<file path="src/cpuPkg.sv">
package cpuPkg;

	// Datapath sizes
	localparam int DataWidth = 16;
	localparam int RegAddrWidth = 4;

	typedef logic [DataWidth-1:0] word_t;
	typedef logic [RegAddrWidth-1:0] regAddr_t;

	// Opcode field, unlisted codes decode as NOP
	typedef enum logic [3:0] {
		OpAdd = 4'd0,
		OpSub = 4'd1,
		OpXor = 4'd2,
		OpLw  = 4'd8,
		OpSw  = 4'd9,
		OpLlb = 4'd10,
		OpLhb = 4'd11,
		OpB   = 4'd12,
		OpHlt = 4'd15
	} opcode_e;

	// Branch condition in instr[11:9]
	typedef enum logic [2:0] {
		CondNe,
		CondEq,
		CondGt,
		CondLt,
		CondGe,
		CondLe,
		CondOv,
		CondAlways
	} cond_e;

	typedef enum logic [1:0] {
		AluAdd,
		AluSub,
		AluXor,
		AluByte
	} aluOp_e;

	// Source of an EX operand
	typedef enum logic [1:0] {
		FwdNone,
		FwdMem,
		FwdWb
	} fwdSel_e;

	typedef struct packed {
		logic n;
		logic v;
		logic z;
	} flags_t;

	// All zero is a bubble
	typedef struct packed {
		logic   regWrite;
		logic   memRead;
		logic   memWrite;
		logic   setsFlags;
		aluOp_e aluOp;
		logic   loadHigh;
		logic   hlt;
	} ctrl_t;

	typedef struct packed {
		word_t instr;
		word_t pcPlus1;
	} ifId_t;

	typedef struct packed {
		ctrl_t    ctrl;
		word_t    opA;
		word_t    opB;
		regAddr_t srcA;
		regAddr_t srcB;
		regAddr_t dst;
		word_t    imm;
	} idEx_t;

	typedef struct packed {
		ctrl_t    ctrl;
		word_t    aluResult;
		word_t    storeData;
		regAddr_t dst;
	} exMem_t;

	typedef struct packed {
		logic     regWrite;
		logic     hlt;
		logic     memRead;
		word_t    aluResult;
		word_t    readData;
		regAddr_t dst;
	} memWb_t;

	// APB master outputs
	typedef struct packed {
		logic  psel;
		logic  penable;
		logic  pwrite;
		word_t paddr;
		word_t pwdata;
	} apbReq_t;

	// APB slave response
	typedef struct packed {
		word_t prdata;
		logic  pready;
	} apbRsp_t;

endpackage

</file>
<file path="src/pipeReg.sv">
`timescale 1ns/1ps

module pipeReg #(
	parameter type payload_t = logic
) (
	input  logic     clk,
	input  logic     rstN,
	input  logic     en,
	input  logic     flush,
	input  payload_t d,
	output payload_t q
);

	// Flush only takes effect on an enabled cycle
	always_ff @(posedge clk or negedge rstN) begin
		if (!rstN) begin
			q <= '0;
		end else if (en) begin
			if (flush) begin
				q <= '0;
			end else begin
				q <= d;
			end
		end
	end

	// Upstream stages never hand over X once out of reset
	qKnown: assert property (@(posedge clk) disable iff (!rstN) !$isunknown(q));

endmodule

</file>
<file path="src/fetchStage.sv">
`timescale 1ns/1ps

module fetchStage import cpuPkg::*; #(
	parameter word_t ResetPc = '0
) (
	input  logic  clk,
	input  logic  rstN,
	input  word_t instr,
	output word_t pc,
	input  logic  branchTaken,
	input  word_t branchTarget,
	input  logic  hazardStall,
	input  logic  memStall,
	input  logic  haltSeen,
	output ifId_t ifId
);

	// Sticky once HLT has been decoded
	logic halted;
	ifId_t ifIdNext;

	always_ff @(posedge clk or negedge rstN) begin
		if (!rstN) begin
			pc <= ResetPc;
			halted <= 1'b0;
		end else if (!memStall) begin
			if (haltSeen) begin
				halted <= 1'b1;
			end
			// Branch wins, stalls and halt hold the pc
			if (branchTaken) begin
				pc <= branchTarget;
			end else if (!hazardStall && !haltSeen && !halted) begin
				pc <= pc + 1'b1;
			end
		end
	end

	assign ifIdNext = '{instr: instr, pcPlus1: pc + 1'b1};

	// Wrong-path word dropped on branch, nothing new after HLT
	pipeReg #(.payload_t(ifId_t)) u_ifIdReg (
		.clk  (clk),
		.rstN (rstN),
		.en   (!(memStall || hazardStall)),
		.flush(branchTaken || haltSeen || halted),
		.d    (ifIdNext),
		.q    (ifId)
	);

endmodule

</file>
<file path="src/decodeStage.sv">
`timescale 1ns/1ps

module decodeStage import cpuPkg::*; (
	input  logic     clk,
	input  logic     rstN,
	input  ifId_t    ifId,
	input  flags_t   flags,
	input  logic     hazardStall,
	input  logic     memStall,
	input  logic     wbEn,
	input  regAddr_t wbReg,
	input  word_t    wbData,
	output regAddr_t srcA,
	output regAddr_t srcB,
	output logic     isBranch,
	output logic     branchTaken,
	output word_t    branchTarget,
	output logic     haltSeen,
	output idEx_t    idEx
);

	word_t regFile [1:2**RegAddrWidth-1];
	opcode_e op;
	regAddr_t dst;
	ctrl_t ctrl;
	word_t imm;
	logic condTrue;
	idEx_t idExNext;

	assign op = opcode_e'(ifId.instr[15:12]);
	assign dst = ifId.instr[11:8];

	// Register file, r0 has no storage
	always_ff @(posedge clk or negedge rstN) begin
		if (!rstN) begin
			for (int i = 1; i < 2**RegAddrWidth; i++) begin
				regFile[i] <= '0;
			end
		end else if (wbEn && wbReg != '0) begin
			regFile[wbReg] <= wbData;
		end
	end

	// Read with same-cycle writeback bypass
	function automatic word_t readReg(regAddr_t addr);
		word_t value;
		if (addr == '0) begin
			value = '0;
		end else if (wbEn && wbReg == addr) begin
			value = wbData;
		end else begin
			value = regFile[addr];
		end
		return value;
	endfunction

	// Control decode
	// Unused sources stay at r0 so they never stall or forward
	always_comb begin
		ctrl = '0;
		srcA = '0;
		srcB = '0;
		imm = '0;
		// All-zero word is the flush pattern, treated as NOP
		if (ifId.instr != '0) begin
			case (op)
				OpAdd, OpSub, OpXor: begin
					ctrl.regWrite = 1'b1;
					ctrl.setsFlags = 1'b1;
					ctrl.aluOp = (op == OpAdd) ? AluAdd : (op == OpSub) ? AluSub : AluXor;
					srcA = ifId.instr[7:4];
					srcB = ifId.instr[3:0];
				end
				OpLw, OpSw: begin
					ctrl.regWrite = (op == OpLw);
					ctrl.memRead = (op == OpLw);
					ctrl.memWrite = (op == OpSw);
					ctrl.aluOp = AluAdd;
					srcA = ifId.instr[7:4];
					// Store data comes from the rd field
					srcB = (op == OpSw) ? ifId.instr[11:8] : '0;
					imm = {{(DataWidth-4){ifId.instr[3]}}, ifId.instr[3:0]};
				end
				OpLlb, OpLhb: begin
					ctrl.regWrite = 1'b1;
					ctrl.aluOp = AluByte;
					ctrl.loadHigh = (op == OpLhb);
					// Old rd value keeps the other byte
					srcB = ifId.instr[11:8];
					imm = {{(DataWidth-8){ifId.instr[7]}}, ifId.instr[7:0]};
				end
				OpHlt: ctrl.hlt = 1'b1;
				default: ctrl = '0;
			endcase
		end
		// Writes to r0 are discarded here
		ctrl.regWrite = ctrl.regWrite && (dst != '0);
	end

	// Condition on the committed flags
	always_comb begin
		case (cond_e'(ifId.instr[11:9]))
			CondNe: condTrue = !flags.z;
			CondEq: condTrue = flags.z;
			CondGt: condTrue = !flags.z && !flags.n;
			CondLt: condTrue = flags.n;
			CondGe: condTrue = flags.z || !flags.n;
			CondLe: condTrue = flags.n || flags.z;
			CondOv: condTrue = flags.v;
			default: condTrue = 1'b1;
		endcase
	end

	assign isBranch = (op == OpB) && (ifId.instr != '0);
	assign haltSeen = (op == OpHlt);
	assign branchTarget = ifId.pcPlus1 + {{(DataWidth-9){ifId.instr[8]}}, ifId.instr[8:0]};
	// Held off while the flags are still in flight
	assign branchTaken = isBranch && condTrue && !hazardStall;

	always_comb begin
		idExNext = '{ctrl: ctrl, opA: readReg(srcA), opB: readReg(srcB),
			srcA: srcA, srcB: srcB, dst: dst, imm: imm};
	end

	// Bubble into EX on a hazard stall
	pipeReg #(.payload_t(idEx_t)) u_idExReg (
		.clk  (clk),
		.rstN (rstN),
		.en   (!memStall),
		.flush(hazardStall),
		.d    (idExNext),
		.q    (idEx)
	);

	// Writeback from MEM/WB never names r0
	wbNotR0: assert property (@(posedge clk) disable iff (!rstN) wbEn |-> wbReg != '0);

endmodule

</file>
<file path="src/hazardForward.sv">
`timescale 1ns/1ps

module hazardForward import cpuPkg::*; (
	input  regAddr_t srcA,
	input  regAddr_t srcB,
	input  logic     isBranch,
	input  idEx_t    idEx,
	input  exMem_t   exMem,
	input  logic     wbEn,
	input  regAddr_t wbReg,
	output logic     hazardStall,
	output fwdSel_e  fwdA,
	output fwdSel_e  fwdB
);

	logic loadUse;
	logic flagUse;

	// regWrite is already cleared for r0 targets
	assign loadUse = idEx.ctrl.memRead && idEx.ctrl.regWrite &&
		(srcA == idEx.dst || srcB == idEx.dst);
	// Branch must see flags of the ALU op ahead of it
	assign flagUse = isBranch && idEx.ctrl.setsFlags;
	assign hazardStall = loadUse || flagUse;

	// Youngest producer first, loads in MEM have no data yet
	function automatic fwdSel_e pickFwd(regAddr_t src);
		fwdSel_e sel;
		sel = FwdNone;
		if (src != '0) begin
			if (exMem.ctrl.regWrite && !exMem.ctrl.memRead && exMem.dst == src) begin
				sel = FwdMem;
			end else if (wbEn && wbReg == src) begin
				sel = FwdWb;
			end
		end
		return sel;
	endfunction

	always_comb begin
		fwdA = pickFwd(idEx.srcA);
		fwdB = pickFwd(idEx.srcB);
	end

endmodule

</file>
<file path="src/executeStage.sv">
`timescale 1ns/1ps

module executeStage import cpuPkg::*; (
	input  logic    clk,
	input  logic    rstN,
	input  idEx_t   idEx,
	input  fwdSel_e fwdA,
	input  fwdSel_e fwdB,
	input  logic    memStall,
	input  word_t   wbData,
	output flags_t  flags,
	output exMem_t  exMem
);

	word_t opA;
	word_t opB;
	word_t addend;
	word_t sum;
	word_t diff;
	word_t result;
	logic overflow;
	flags_t nextFlags;
	exMem_t exMemNext;

	// Operand forwarding
	always_comb begin
		case (fwdA)
			FwdMem: opA = exMem.aluResult;
			FwdWb: opA = wbData;
			default: opA = idEx.opA;
		endcase
		case (fwdB)
			FwdMem: opB = exMem.aluResult;
			FwdWb: opB = wbData;
			default: opB = idEx.opB;
		endcase
	end

	// Memory ops add the offset to the base
	assign addend = (idEx.ctrl.memRead || idEx.ctrl.memWrite) ? idEx.imm : opB;
	assign sum = opA + addend;
	assign diff = opA - opB;

	always_comb begin
		case (idEx.ctrl.aluOp)
			AluSub: result = diff;
			AluXor: result = opA ^ opB;
			AluByte: result = idEx.ctrl.loadHigh ? {idEx.imm[7:0], opB[7:0]} :
				{opB[15:8], idEx.imm[7:0]};
			default: result = sum;
		endcase
	end

	// Signed overflow for ADD and SUB
	assign overflow = (idEx.ctrl.aluOp == AluSub) ?
		(opA[DataWidth-1] != opB[DataWidth-1]) && (diff[DataWidth-1] != opA[DataWidth-1]) :
		(opA[DataWidth-1] == addend[DataWidth-1]) && (sum[DataWidth-1] != opA[DataWidth-1]);

	// XOR leaves N and V alone
	always_comb begin
		nextFlags = flags;
		nextFlags.z = (result == '0);
		if (idEx.ctrl.aluOp != AluXor) begin
			nextFlags.n = result[DataWidth-1];
			nextFlags.v = overflow;
		end
	end

	always_ff @(posedge clk or negedge rstN) begin
		if (!rstN) begin
			flags <= '0;
		end else if (idEx.ctrl.setsFlags && !memStall) begin
			flags <= nextFlags;
		end
	end

	assign exMemNext = '{ctrl: idEx.ctrl, aluResult: result, storeData: opB, dst: idEx.dst};

	pipeReg #(.payload_t(exMem_t)) u_exMemReg (
		.clk  (clk),
		.rstN (rstN),
		.en   (!memStall),
		.flush(1'b0),
		.d    (exMemNext),
		.q    (exMem)
	);

endmodule

</file>
<file path="src/memoryStage.sv">
`timescale 1ns/1ps

module memoryStage import cpuPkg::*; (
	input  logic     clk,
	input  logic     rstN,
	input  exMem_t   exMem,
	output apbReq_t  apbReq,
	input  apbRsp_t  apbRsp,
	output logic     memStall,
	output logic     wbEn,
	output regAddr_t wbReg,
	output word_t    wbData,
	output logic     hlt
);

	logic memOp;
	// Low in setup, high in access
	logic inAccess;
	logic hltSticky;
	memWb_t memWbNext;
	memWb_t memWb;

	assign memOp = exMem.ctrl.memRead || exMem.ctrl.memWrite;

	// Setup always lasts one cycle
	always_ff @(posedge clk or negedge rstN) begin
		if (!rstN) begin
			inAccess <= 1'b0;
		end else if (!inAccess) begin
			inAccess <= memOp;
		end else if (apbRsp.pready) begin
			inAccess <= 1'b0;
		end
	end

	// EX/MEM is frozen during the transfer so these hold
	always_comb begin
		apbReq.psel = memOp;
		apbReq.penable = inAccess;
		apbReq.pwrite = exMem.ctrl.memWrite;
		apbReq.paddr = exMem.aluResult;
		apbReq.pwdata = exMem.storeData;
	end

	// Released only on the completing access cycle
	assign memStall = memOp && !(inAccess && apbRsp.pready);

	assign memWbNext = '{regWrite: exMem.ctrl.regWrite, hlt: exMem.ctrl.hlt,
		memRead: exMem.ctrl.memRead, aluResult: exMem.aluResult,
		readData: apbRsp.prdata, dst: exMem.dst};

	pipeReg #(.payload_t(memWb_t)) u_memWbReg (
		.clk  (clk),
		.rstN (rstN),
		.en   (!memStall),
		.flush(1'b0),
		.d    (memWbNext),
		.q    (memWb)
	);

	// Writeback select
	assign wbEn = memWb.regWrite;
	assign wbReg = memWb.dst;
	assign wbData = memWb.memRead ? memWb.readData : memWb.aluResult;

	always_ff @(posedge clk or negedge rstN) begin
		if (!rstN) begin
			hltSticky <= 1'b0;
		end else if (memWb.hlt) begin
			hltSticky <= 1'b1;
		end
	end

	// High from the cycle HLT sits in WB
	assign hlt = hltSticky || memWb.hlt;

	// Setup is followed by access
	apbSetup: assert property (@(posedge clk) disable iff (!rstN)
		apbReq.psel && !apbReq.penable |=> apbReq.psel && apbReq.penable);

	// Request fields hold through wait states
	apbStable: assert property (@(posedge clk) disable iff (!rstN)
		apbReq.penable && !apbRsp.pready |=>
			$stable(apbReq.paddr) && $stable(apbReq.pwrite) && $stable(apbReq.pwdata));

endmodule

</file>
<file path="src/cpu.sv">
`timescale 1ns/1ps

module cpu import cpuPkg::*; #(
	parameter word_t ResetPc = '0
) (
	input  logic    clk,
	input  logic    rstN,
	output word_t   pc,
	input  word_t   instr,
	output logic    hlt,
	output apbReq_t apbReq,
	input  apbRsp_t apbRsp
);

	// Stage boundaries
	ifId_t ifId;
	idEx_t idEx;
	exMem_t exMem;

	// Branch and halt from ID
	logic branchTaken;
	word_t branchTarget;
	logic haltSeen;
	logic isBranch;

	// Hazard and forwarding
	regAddr_t srcA;
	regAddr_t srcB;
	logic hazardStall;
	logic memStall;
	fwdSel_e fwdA;
	fwdSel_e fwdB;
	flags_t flags;

	// Writeback port
	logic wbEn;
	regAddr_t wbReg;
	word_t wbData;

	fetchStage #(.ResetPc(ResetPc)) u_fetch (
		.clk         (clk),
		.rstN        (rstN),
		.instr       (instr),
		.pc          (pc),
		.branchTaken (branchTaken),
		.branchTarget(branchTarget),
		.hazardStall (hazardStall),
		.memStall    (memStall),
		.haltSeen    (haltSeen),
		.ifId        (ifId)
	);

	decodeStage u_decode (
		.clk         (clk),
		.rstN        (rstN),
		.ifId        (ifId),
		.flags       (flags),
		.hazardStall (hazardStall),
		.memStall    (memStall),
		.wbEn        (wbEn),
		.wbReg       (wbReg),
		.wbData      (wbData),
		.srcA        (srcA),
		.srcB        (srcB),
		.isBranch    (isBranch),
		.branchTaken (branchTaken),
		.branchTarget(branchTarget),
		.haltSeen    (haltSeen),
		.idEx        (idEx)
	);

	hazardForward u_hazard (
		.srcA       (srcA),
		.srcB       (srcB),
		.isBranch   (isBranch),
		.idEx       (idEx),
		.exMem      (exMem),
		.wbEn       (wbEn),
		.wbReg      (wbReg),
		.hazardStall(hazardStall),
		.fwdA       (fwdA),
		.fwdB       (fwdB)
	);

	executeStage u_execute (
		.clk     (clk),
		.rstN    (rstN),
		.idEx    (idEx),
		.fwdA    (fwdA),
		.fwdB    (fwdB),
		.memStall(memStall),
		.wbData  (wbData),
		.flags   (flags),
		.exMem   (exMem)
	);

	memoryStage u_memory (
		.clk     (clk),
		.rstN    (rstN),
		.exMem   (exMem),
		.apbReq  (apbReq),
		.apbRsp  (apbRsp),
		.memStall(memStall),
		.wbEn    (wbEn),
		.wbReg   (wbReg),
		.wbData  (wbData),
		.hlt     (hlt)
	);

endmodule

</file>
<file path="config.mk">
export PLATFORM = sky130hd
export DESIGN_NAME = cpu
export DESIGN_NICKNAME = d
export VERILOG_FILES = /design/src/cpuPkg.sv /design/src/pipeReg.sv /design/src/fetchStage.sv /design/src/decodeStage.sv /design/src/hazardForward.sv /design/src/executeStage.sv /design/src/memoryStage.sv /design/src/cpu.sv
export SDC_FILE = /design/constraint.sdc
export NUM_CORES = 1
export LEC_CHECK = 0
export BUFFER_PORTS_ARGS = -buffer_cell sky130_fd_sc_hd__buf_2
export CORE_AREA = 5 5 259 261
export DETAILED_ROUTE_END_ITERATION = 10
export DIE_AREA = 0 0 264 266
export SKIP_LAST_GASP = 1
export SYNTH_ARGS = -nofsm -noshare
export SYNTH_HDL_FRONTEND = slang
export SYNTH_SLANG_ARGS = --single-unit
export TNS_END_PERCENT = 10
</file>
<file path="constraint.sdc">
create_clock -name clk -period 9.7 [get_ports clk]
set_clock_uncertainty 0.05 [all_clocks]
set_input_delay 0.97 -clock clk [delete_from_list [all_inputs] [get_ports clk]]
set_output_delay 0.97 -clock clk [all_outputs]
set_load 0.01 [all_outputs]
</file>
==> results of run 1 <==
==> report_power, final <==
part	switching [uW]	total (uW)	internal, uW
sequential	18.9	1850	1830
combinational	67.5	94.2	26.7
clock	778	1980	1200
==> routing by layer <==
| layer | track usage [%] | vias to the layer above | wire length [um] |
|---|---|---|---|
| li1 | - | 10071 | - |
| met1 | 30.7 | 10537 | 35600 |
| met2 | 37.2 | 722 | 38400 |
| met3 | 3.34 | 196 | 4670 |
| met4 | 9.80 | 0 | 3760 |
| met5 | 0 | - | 0 |
==> area by class of cell <==
| cell class | instances | area, sq um |
|---|---|---|
| flip-flops and latches | 433 | 10800 |
| clock buffers | 74 | 1500 |
| clock inverters | 16 | 223 |
| multi-input cells | 2160 | 13300 |
| inverters | 34 | 128 |
| fillers | 6253 | 36200 |
| repair buffers | 146 | 903 |
| well taps | 855 | 1070 |
==> logic make-up (layout without fill, tap and decap cells) <==
family	after synthesis	count (layout)
AND/OR/NAND/NOR	898	898
AO/OA/AOI/OAI	888	888
flip-flops	433	433
buffers and inverters	296	270
multiplexers	238	238
XOR/XNOR	81	81
adder cells (fa/ha/maj)	55	55
==> worst max path at each step <==
stage / depth (start not counted) / slack [ps] / startpoint / endpoint
2_1_floorplan: 19 / 4740 / u_memory.u_memWbReg.q[1]$_DFFE_PN0N_ / u_execute.flags[2]$_DFFE_PN0P_
3_3_place_gp: 17 / 3450 / u_decode.u_idExReg.q[20]$_DFFE_PN0N_ / u_execute.flags[2]$_DFFE_PN0P_
3_5_place_dp: 17 / 3240 / u_decode.u_idExReg.q[20]$_DFFE_PN0N_ / u_execute.flags[2]$_DFFE_PN0P_
4_1_cts: 17 / 3260 / u_decode.u_idExReg.q[20]$_DFFE_PN0N_ / u_execute.flags[2]$_DFFE_PN0P_
5_1_grt: 17 / 2620 / u_decode.u_idExReg.q[20]$_DFFE_PN0N_ / u_execute.flags[2]$_DFFE_PN0P_
6_report: 17 / 3200 / u_decode.u_idExReg.q[20]$_DFFE_PN0N_ / u_execute.flags[2]$_DFFE_PN0P_
==> sequential cells by signal (all words and copies together) (netlist names) <==
signal / count
u_memory.u_memWbReg.q: 39
u_fetch.u_ifIdReg.q: 32
u_memory.hltSticky: 1
u_memory.inAccess: 1
u_fetch.halted: 1
u_fetch.pc: 16
u_decode.regFile: 240
u_execute.flags: 3
u_decode.u_idExReg.q: 60
u_execute.u_exMemReg.q: 40
==> stage by stage <==
step | hold WS (ps) | cells
after global routing | 318 | 3718
after global placement | 390 | 3628
after detailed placement | 404 | 3628
after CTS | 313 | 3718
after floorplan | 377 | 2889
final | 291 | 3718
==> worst max-delay path, stage by stage (launching register included) <==
cell	delay, ps
dfrtp_1	420
or3_1	400
nor3b_1	150
a21oi_1	130
nor3_1	90
ha_1	740
inv_1	380
o21ai_0	710
ha_1	360
nor2b_1	150
o31ai_1	400
a21oi_1	290
a311oi_1	650
o21ai_0	180
a21oi_1	400
xor2_1	120
mux4_2	530
o31ai_1	230
==> cells in the mapped netlist (40+ instances only) <==
master | instances | area [sq um]
a21oi_1 | 280 | 1400
a22oi_1 | 40 | 300
buf_4 | 42 | 315
clkbuf_1 | 170 | 638
dfrtp_1 | 433 | 10800
ha_1 | 52 | 651
mux2_2 | 67 | 754
mux2i_1 | 152 | 1520
nand2_1 | 492 | 1850
nand3_1 | 44 | 220
nor2_1 | 233 | 875
o21ai_0 | 243 | 1220
o21ai_1 | 55 | 275
o22ai_1 | 55 | 344
xnor2_1 | 54 | 473
==> metrics.txt, run 1 <==
outcome completed; Slew Limit Fails 0; pin count of the biggest net entering global routing 165; final WL 82.5 mm; CP required 10150 ps; CTS HTree Levels 2; row count 93; Syn Area/Cell 8.80 sq um; Vias/cell 5.79; PostCTS Resize Cnt 0; VDD IR max 150 uV; Yosys cell types 79; crit path capture type register; Arrival @ worst endpoint 6940 ps; Placement Setup Slack 3240 ps; mux contribution to synthesized area 10.6%; CP max FO 22; GR Util All Layers 22.9%; DR DRC count 0; Synthesized Nets 2979; r2r setup slk 3200 ps; core area 64200 sq um; Reg2Reg Capture Point u_execute.flags[2]$_DFFE_PN0P_; PortBufs 86; dominant synthesized flop cell dfrtp_1; Synth Area in Compound Gates 20.9%; Die Width 264 um; Post-Synth Adder-Cell Area 2.80%; final setup fails 0; area delta synth->final 10.1%; Worst-Margin Slew 1350 ps; Ports 87; final hold violations 0; ys async rst share 100%; 1st-pass router iterations 6; Power per Cell Area 140 nW/um^2; clock-pin slew of the registers on the worst-case setup and hold paths 60 ps; First DRT Iteration DRCs 1978; cell count of the worst reg-to-reg path 17; ANT cells 0; cts hold-fix bufs 0; Hold Path Class in -> async; number of synthesized register bits 433; most common cell after layout, fill and taps aside nand2_1; DP Area 26300 sq um; gr ovfl total 0; GP Congestion 0.924; root buf cell clkbuf_16; minimum clock period after layout 6500 ps; clock latency on the worst-skew pair 590 ps; Post-DP HPWL 55.1 mm; clock sinks 433; Synth Warn # 0; Post-DRT Antenna Nets 0; max_cap viols 0; RSZ-0062 raised after global routing false; Crit Path Class reg -> reg; synthesized cell area 25400 sq um; final core utilization 43.6%; Reg-to-Reg Start u_decode.u_idExReg.q[20]$_DFFE_PN0N_; post-route cell area 28000 sq um; vias in the first global route 21063; share of post-route cells with drive strength above 1 12.7%; worst setup margin 3200 ps; first-pass GRT wire length 128 mm; most frequent cells in the layout nand2_1 (489), dfrtp_1 (432), a21oi_1 (278); post-synthesis xor/xnor area fraction 2.79%; Fmax 154 MHz; antenna violations before repair 0; DR vias 21526; Die Span Y 266 um; CTS tree done; setup tns final 0 ps; Initial Utilization 39.6%; Tcrit/Tclk final 67.0%; Post-synth EDFFs 0; Leak Pwr 0.0119 uW; per-cell routed wire length 22.2 um; die area 70200 sq um; startpoint types register; sequential-to-total area share from yosys stat 42.6%; number of post-CTS setup repair buffers 0; Clock Path Buffers 3; Post-Synth Simple-Gate Area 14.9%; fin nets 2913; Pwr Total 3920 uW; max_slew headroom 7.76%; Mapped Cells 2889; CTS buffer count 48; largest family of logic cells by synthesized area compound AO/OA/AOI/OAI gates
(Power assumes the default switching activity.)
==> run 2, diff against run 1 <==
ABC_AREA = 1   (was not set)
CORE_AREA = 5 5 264 266   (was 5 5 259 261)
DIE_AREA = 0 0 269 271   (was 0 0 264 266)
clock period = 5.4 ns   (was 9.7 ns; I/O delays follow)
==> run 2 against run 1 <==
Net effect:
- final area is 3.9% higher
- sequential power is 76% higher
- worst setup slack worse by 2600 ps
- worst hold slack worse by 210 ps
- clock power is 84% higher
- critical endpoint is now u_execute.flags[0]$_DFFE_PN0P_
- critical path type unchanged
- total power is 80% higher
- wire length is 12% higher
- maximum frequency is 34% higher
- largest power group unchanged
- sequential cell count stayed put
==> metrics.txt, run 2 <==
Tcrit/Tclk final 89.5% (+23 points); DR DRC count 0 (unchanged); most common cell in the synthesized netlist nand2_1; CTS buffer count 52 (+8.3%); max_cap viols 0 (unchanged); PortBufs 86 (unchanged); Largest regs u_decode.regFile x240, u_decode.u_idExReg.q x60, u_execute.u_exMemReg.q x40; fin nets 3734 (+28%); Post-synth EDFFs 0 (unchanged); Ports 87 (unchanged); clock-pin slew of the registers on the worst-case setup and hold paths 70 ps (about the same); DP Cell Count 4462 (+23%); most used cell, CP nand2_1; setup tns final 0 ps (unchanged); number of post-CTS setup repair buffers 0 (unchanged); met3 Use GR 3.33% (-0.0080 points); share of post-route cells with drive strength above 1 8.56% (-4.1 points); most common cell after layout, fill and taps aside nand2_1; root buf cell clkbuf_16; family with the most delay on the worst path simple AND/OR/NAND/NOR gates; synth cell count leaders nand2_1 (1199), dfrtp_1 (433), nand3_1 (335); Placement Setup Slack 515 ps (-2720 ps); Hold Path Class in -> reg; final setup fails 0 (unchanged); crit path launch u_decode.u_idExReg.q[23]$_DFFE_PN0N_; CTS tree done; Pwr Total 7040 uW (+80%); register area 10800 sq um (about the same); area leader, netlist dfrtp_1; Mapped Cells 3713 (+29%); Clock Path Buffers 3 (unchanged); first-pass GRT wire length 142 mm (+11%); largest reg by FF count u_decode.regFile; number of synthesized register bits 433 (unchanged); vias in the first global route 23494 (+12%); GR Layer Usage met2 39.1% (+1.9 points); per-cell routed wire length 20.4 um (-8.2%); Synthesized Nets 3803 (+28%); CP required 5910 ps (-4240 ps); sequential power share 46.4% (-0.7 points); Yosys cell types 50 (-37%); DR vias 25137 (+17%); internal cell power 5440 uW (+78%); most frequent cells in the layout nand2_1 (1193), dfrtp_1 (433), nand3_1 (335); row count 95 (+2.2%); post-synth top area share 41.0% (-1.6 points); final core utilization 43.5% (about the same); Power per Cell Area 242 nW/um^2 (+73%); Post-DP HPWL 59.8 mm (+8.5%); GR Util All Layers 24.7% (+1.8 points); startpoint types register; GR peak layer met2; GP Congestion 0.938 (+1.5%); pin count of the biggest net entering global routing 129 (-22%); NetSw 1590 uW (+85%); Arrival @ worst endpoint 5350 ps (-1590 ps); 1st-pass router iterations 6 (unchanged); gr ovfl total 0 (unchanged); synthesized cell area 26400 sq um (+4.0%); Post-DRT Antenna Nets 0 (unchanged); Net Sw Frac 22.7% (+0.59 points); Syn Area/Cell 7.12 sq um (-19%); buffer and inverter count on the worst path 4 (+3); outcome completed; minimum clock period after layout 4830 ps (-1660 ps); CP peak stage delay 510 ps (-230 ps); hold_sp apbRsp[3]; Initial Utilization 39.6% (about the same); post-route insts no fill 4555 (+23%); combinational power share 1.7% (-0.7 points); Clk pwr share 51.9% (+1.4 points); Crit Path Class reg -> reg; clock sinks 433 (unchanged); worst setup margin 567 ps (-2640 ps); Leak Pwr 0.0136 uW (+14%); met1 Usage GRT 35.2% (+4.5 points); Slew Limit Fails 0 (unchanged); Fmax 207 MHz (+34%); crit path capture type register; max reg flops 240 (unchanged); ys async rst share 100% (unchanged); area delta synth->final 10.1% (about the same); CTS HTree Levels 2 (unchanged); core area 66800 sq um (+4.0%); antenna violations before repair 0 (unchanged); clock latency on the worst-skew pair 620 ps (+30 ps); dominant synthesized flop cell dfrtp_1; final WL 92.8 mm (+12%); Worst-Margin Slew 1100 ps (-243 ps); final hold violations 0 (unchanged); die area 72900 sq um (+3.8%); RSZ-0062 raised after global routing false; CP max FO 16 (-27%); largest cells by area after synthesis dfrtp_1 (41%), nand2_1 (17%), nand3_1 (6.3%); fillers 6892 (+10%); Vias/cell 5.52 (-4.7%); Die Width 269 um (+1.9%); Synth Warn # 0 (unchanged); Critical-path top delay cell fa_1; area of the multi-input gates 13400 sq um (+0.34%); Die Span Y 271 um (+1.9%); max_slew headroom 26.4% (+19 points); ANT cells 0 (unchanged); Reg-to-Reg Start u_decode.u_idExReg.q[23]$_DFFE_PN0N_; First DRT Iteration DRCs 2363 (+19%); sequential-to-total area share from yosys stat 41.0% (-1.6 points); VDD IR max 192 uV (+28%)
[run 2: changes by cell type after synthesis, moves of 28 or more]
cell	delta
o22ai_1	-29
o21ai_0	+76
or2_2	+33
inv_1	+237
xnor2_1	-43
nor2_1	-61
a221o_1	-29
nand4_1	+28
mux2i_1	-152
mux2_2	-67
nand3_1	+291
a21oi_1	-96
nand2_1	+707
o211ai_1	+154
[run 2: kinds of logic after synthesis]
family | Yosys count | synth area share (%)
buffers and inverters | 551 | 8.61
AND/OR/NAND/NOR | 1855 | 29.5
AO/OA/AOI/OAI | 775 | 16.8
XOR/XNOR | 44 | 1.46
flip-flops | 433 | 41.0
adder cells (fa/ha/maj) | 55 | 2.69
[run 2: cell type report]
class                      instances  area share (%)
timing repair buffer             145            3.30
clock inverter                    21           0.951
inverter                         283            3.67
clock buffer                      71            5.10
multi-input combinational       2729            46.0
tap                              873            3.76
sequential                       433            37.3
[run 2: through the flow]
| stage | hold WS [ps] | area, sq um |
|---|---|---|
| floorplan | 194 | 26400 |
| global placement | 390 | 27300 |
| CTS | 54.7 | 29100 |
| finish | 79.0 | 29100 |
| global route | 76.9 | 29100 |
| detailed placement | 394 | 27300 |
[run 2: final timing paths]
path	to	slack (ps)	depth (start not counted)
worst min-delay path	u_memory.u_memWbReg.q[6]$_DFFE_PN0N_	80	3
worst max-delay path	u_execute.flags[0]$_DFFE_PN0P_	570	28
worst max register to register	u_execute.flags[0]$_DFFE_PN0P_	570	28
max in group asynchronous	u_memory.u_memWbReg.q[8]$_DFFE_PN0N_	3550	3
worst min register to register	u_memory.hltSticky$_DFFE_PN0P_	400	1
min in group asynchronous	u_decode.regFile[102]$_DFFE_PN0P_	520	2
[run 2: power groups by stage]
stage / Clock [uW] / Sequential (uW) / Combinational (uW)
finish: 3650 / 3260 / 121
global placement: 0 / 3320 / 125
detailed placement: 0 / 3320 / 126
CTS: 3710 / 3260 / 127
global route: 3840 / 3260 / 141
floorplan: 0 / 3320 / 28.1
[run 2: tightest hold or removal path, delay by kind of cell]
kind,cells,cell delay (ps)
simple gates,2,100
buf+inv,1,80
[run 2: metal layers]
metal	vias to the layer above	wire [um]
met5	-	0
met4	0	3150
met3	183	6660
met2	975	41800
met1	11875	41100
li1	12104	-
[run 2: what timing repair did]
item,CTS,global route
endpoints found under the hold margin,18,0
hold buffers,1,0
resized for setup,0,1
setup endpoints to repair,0,1
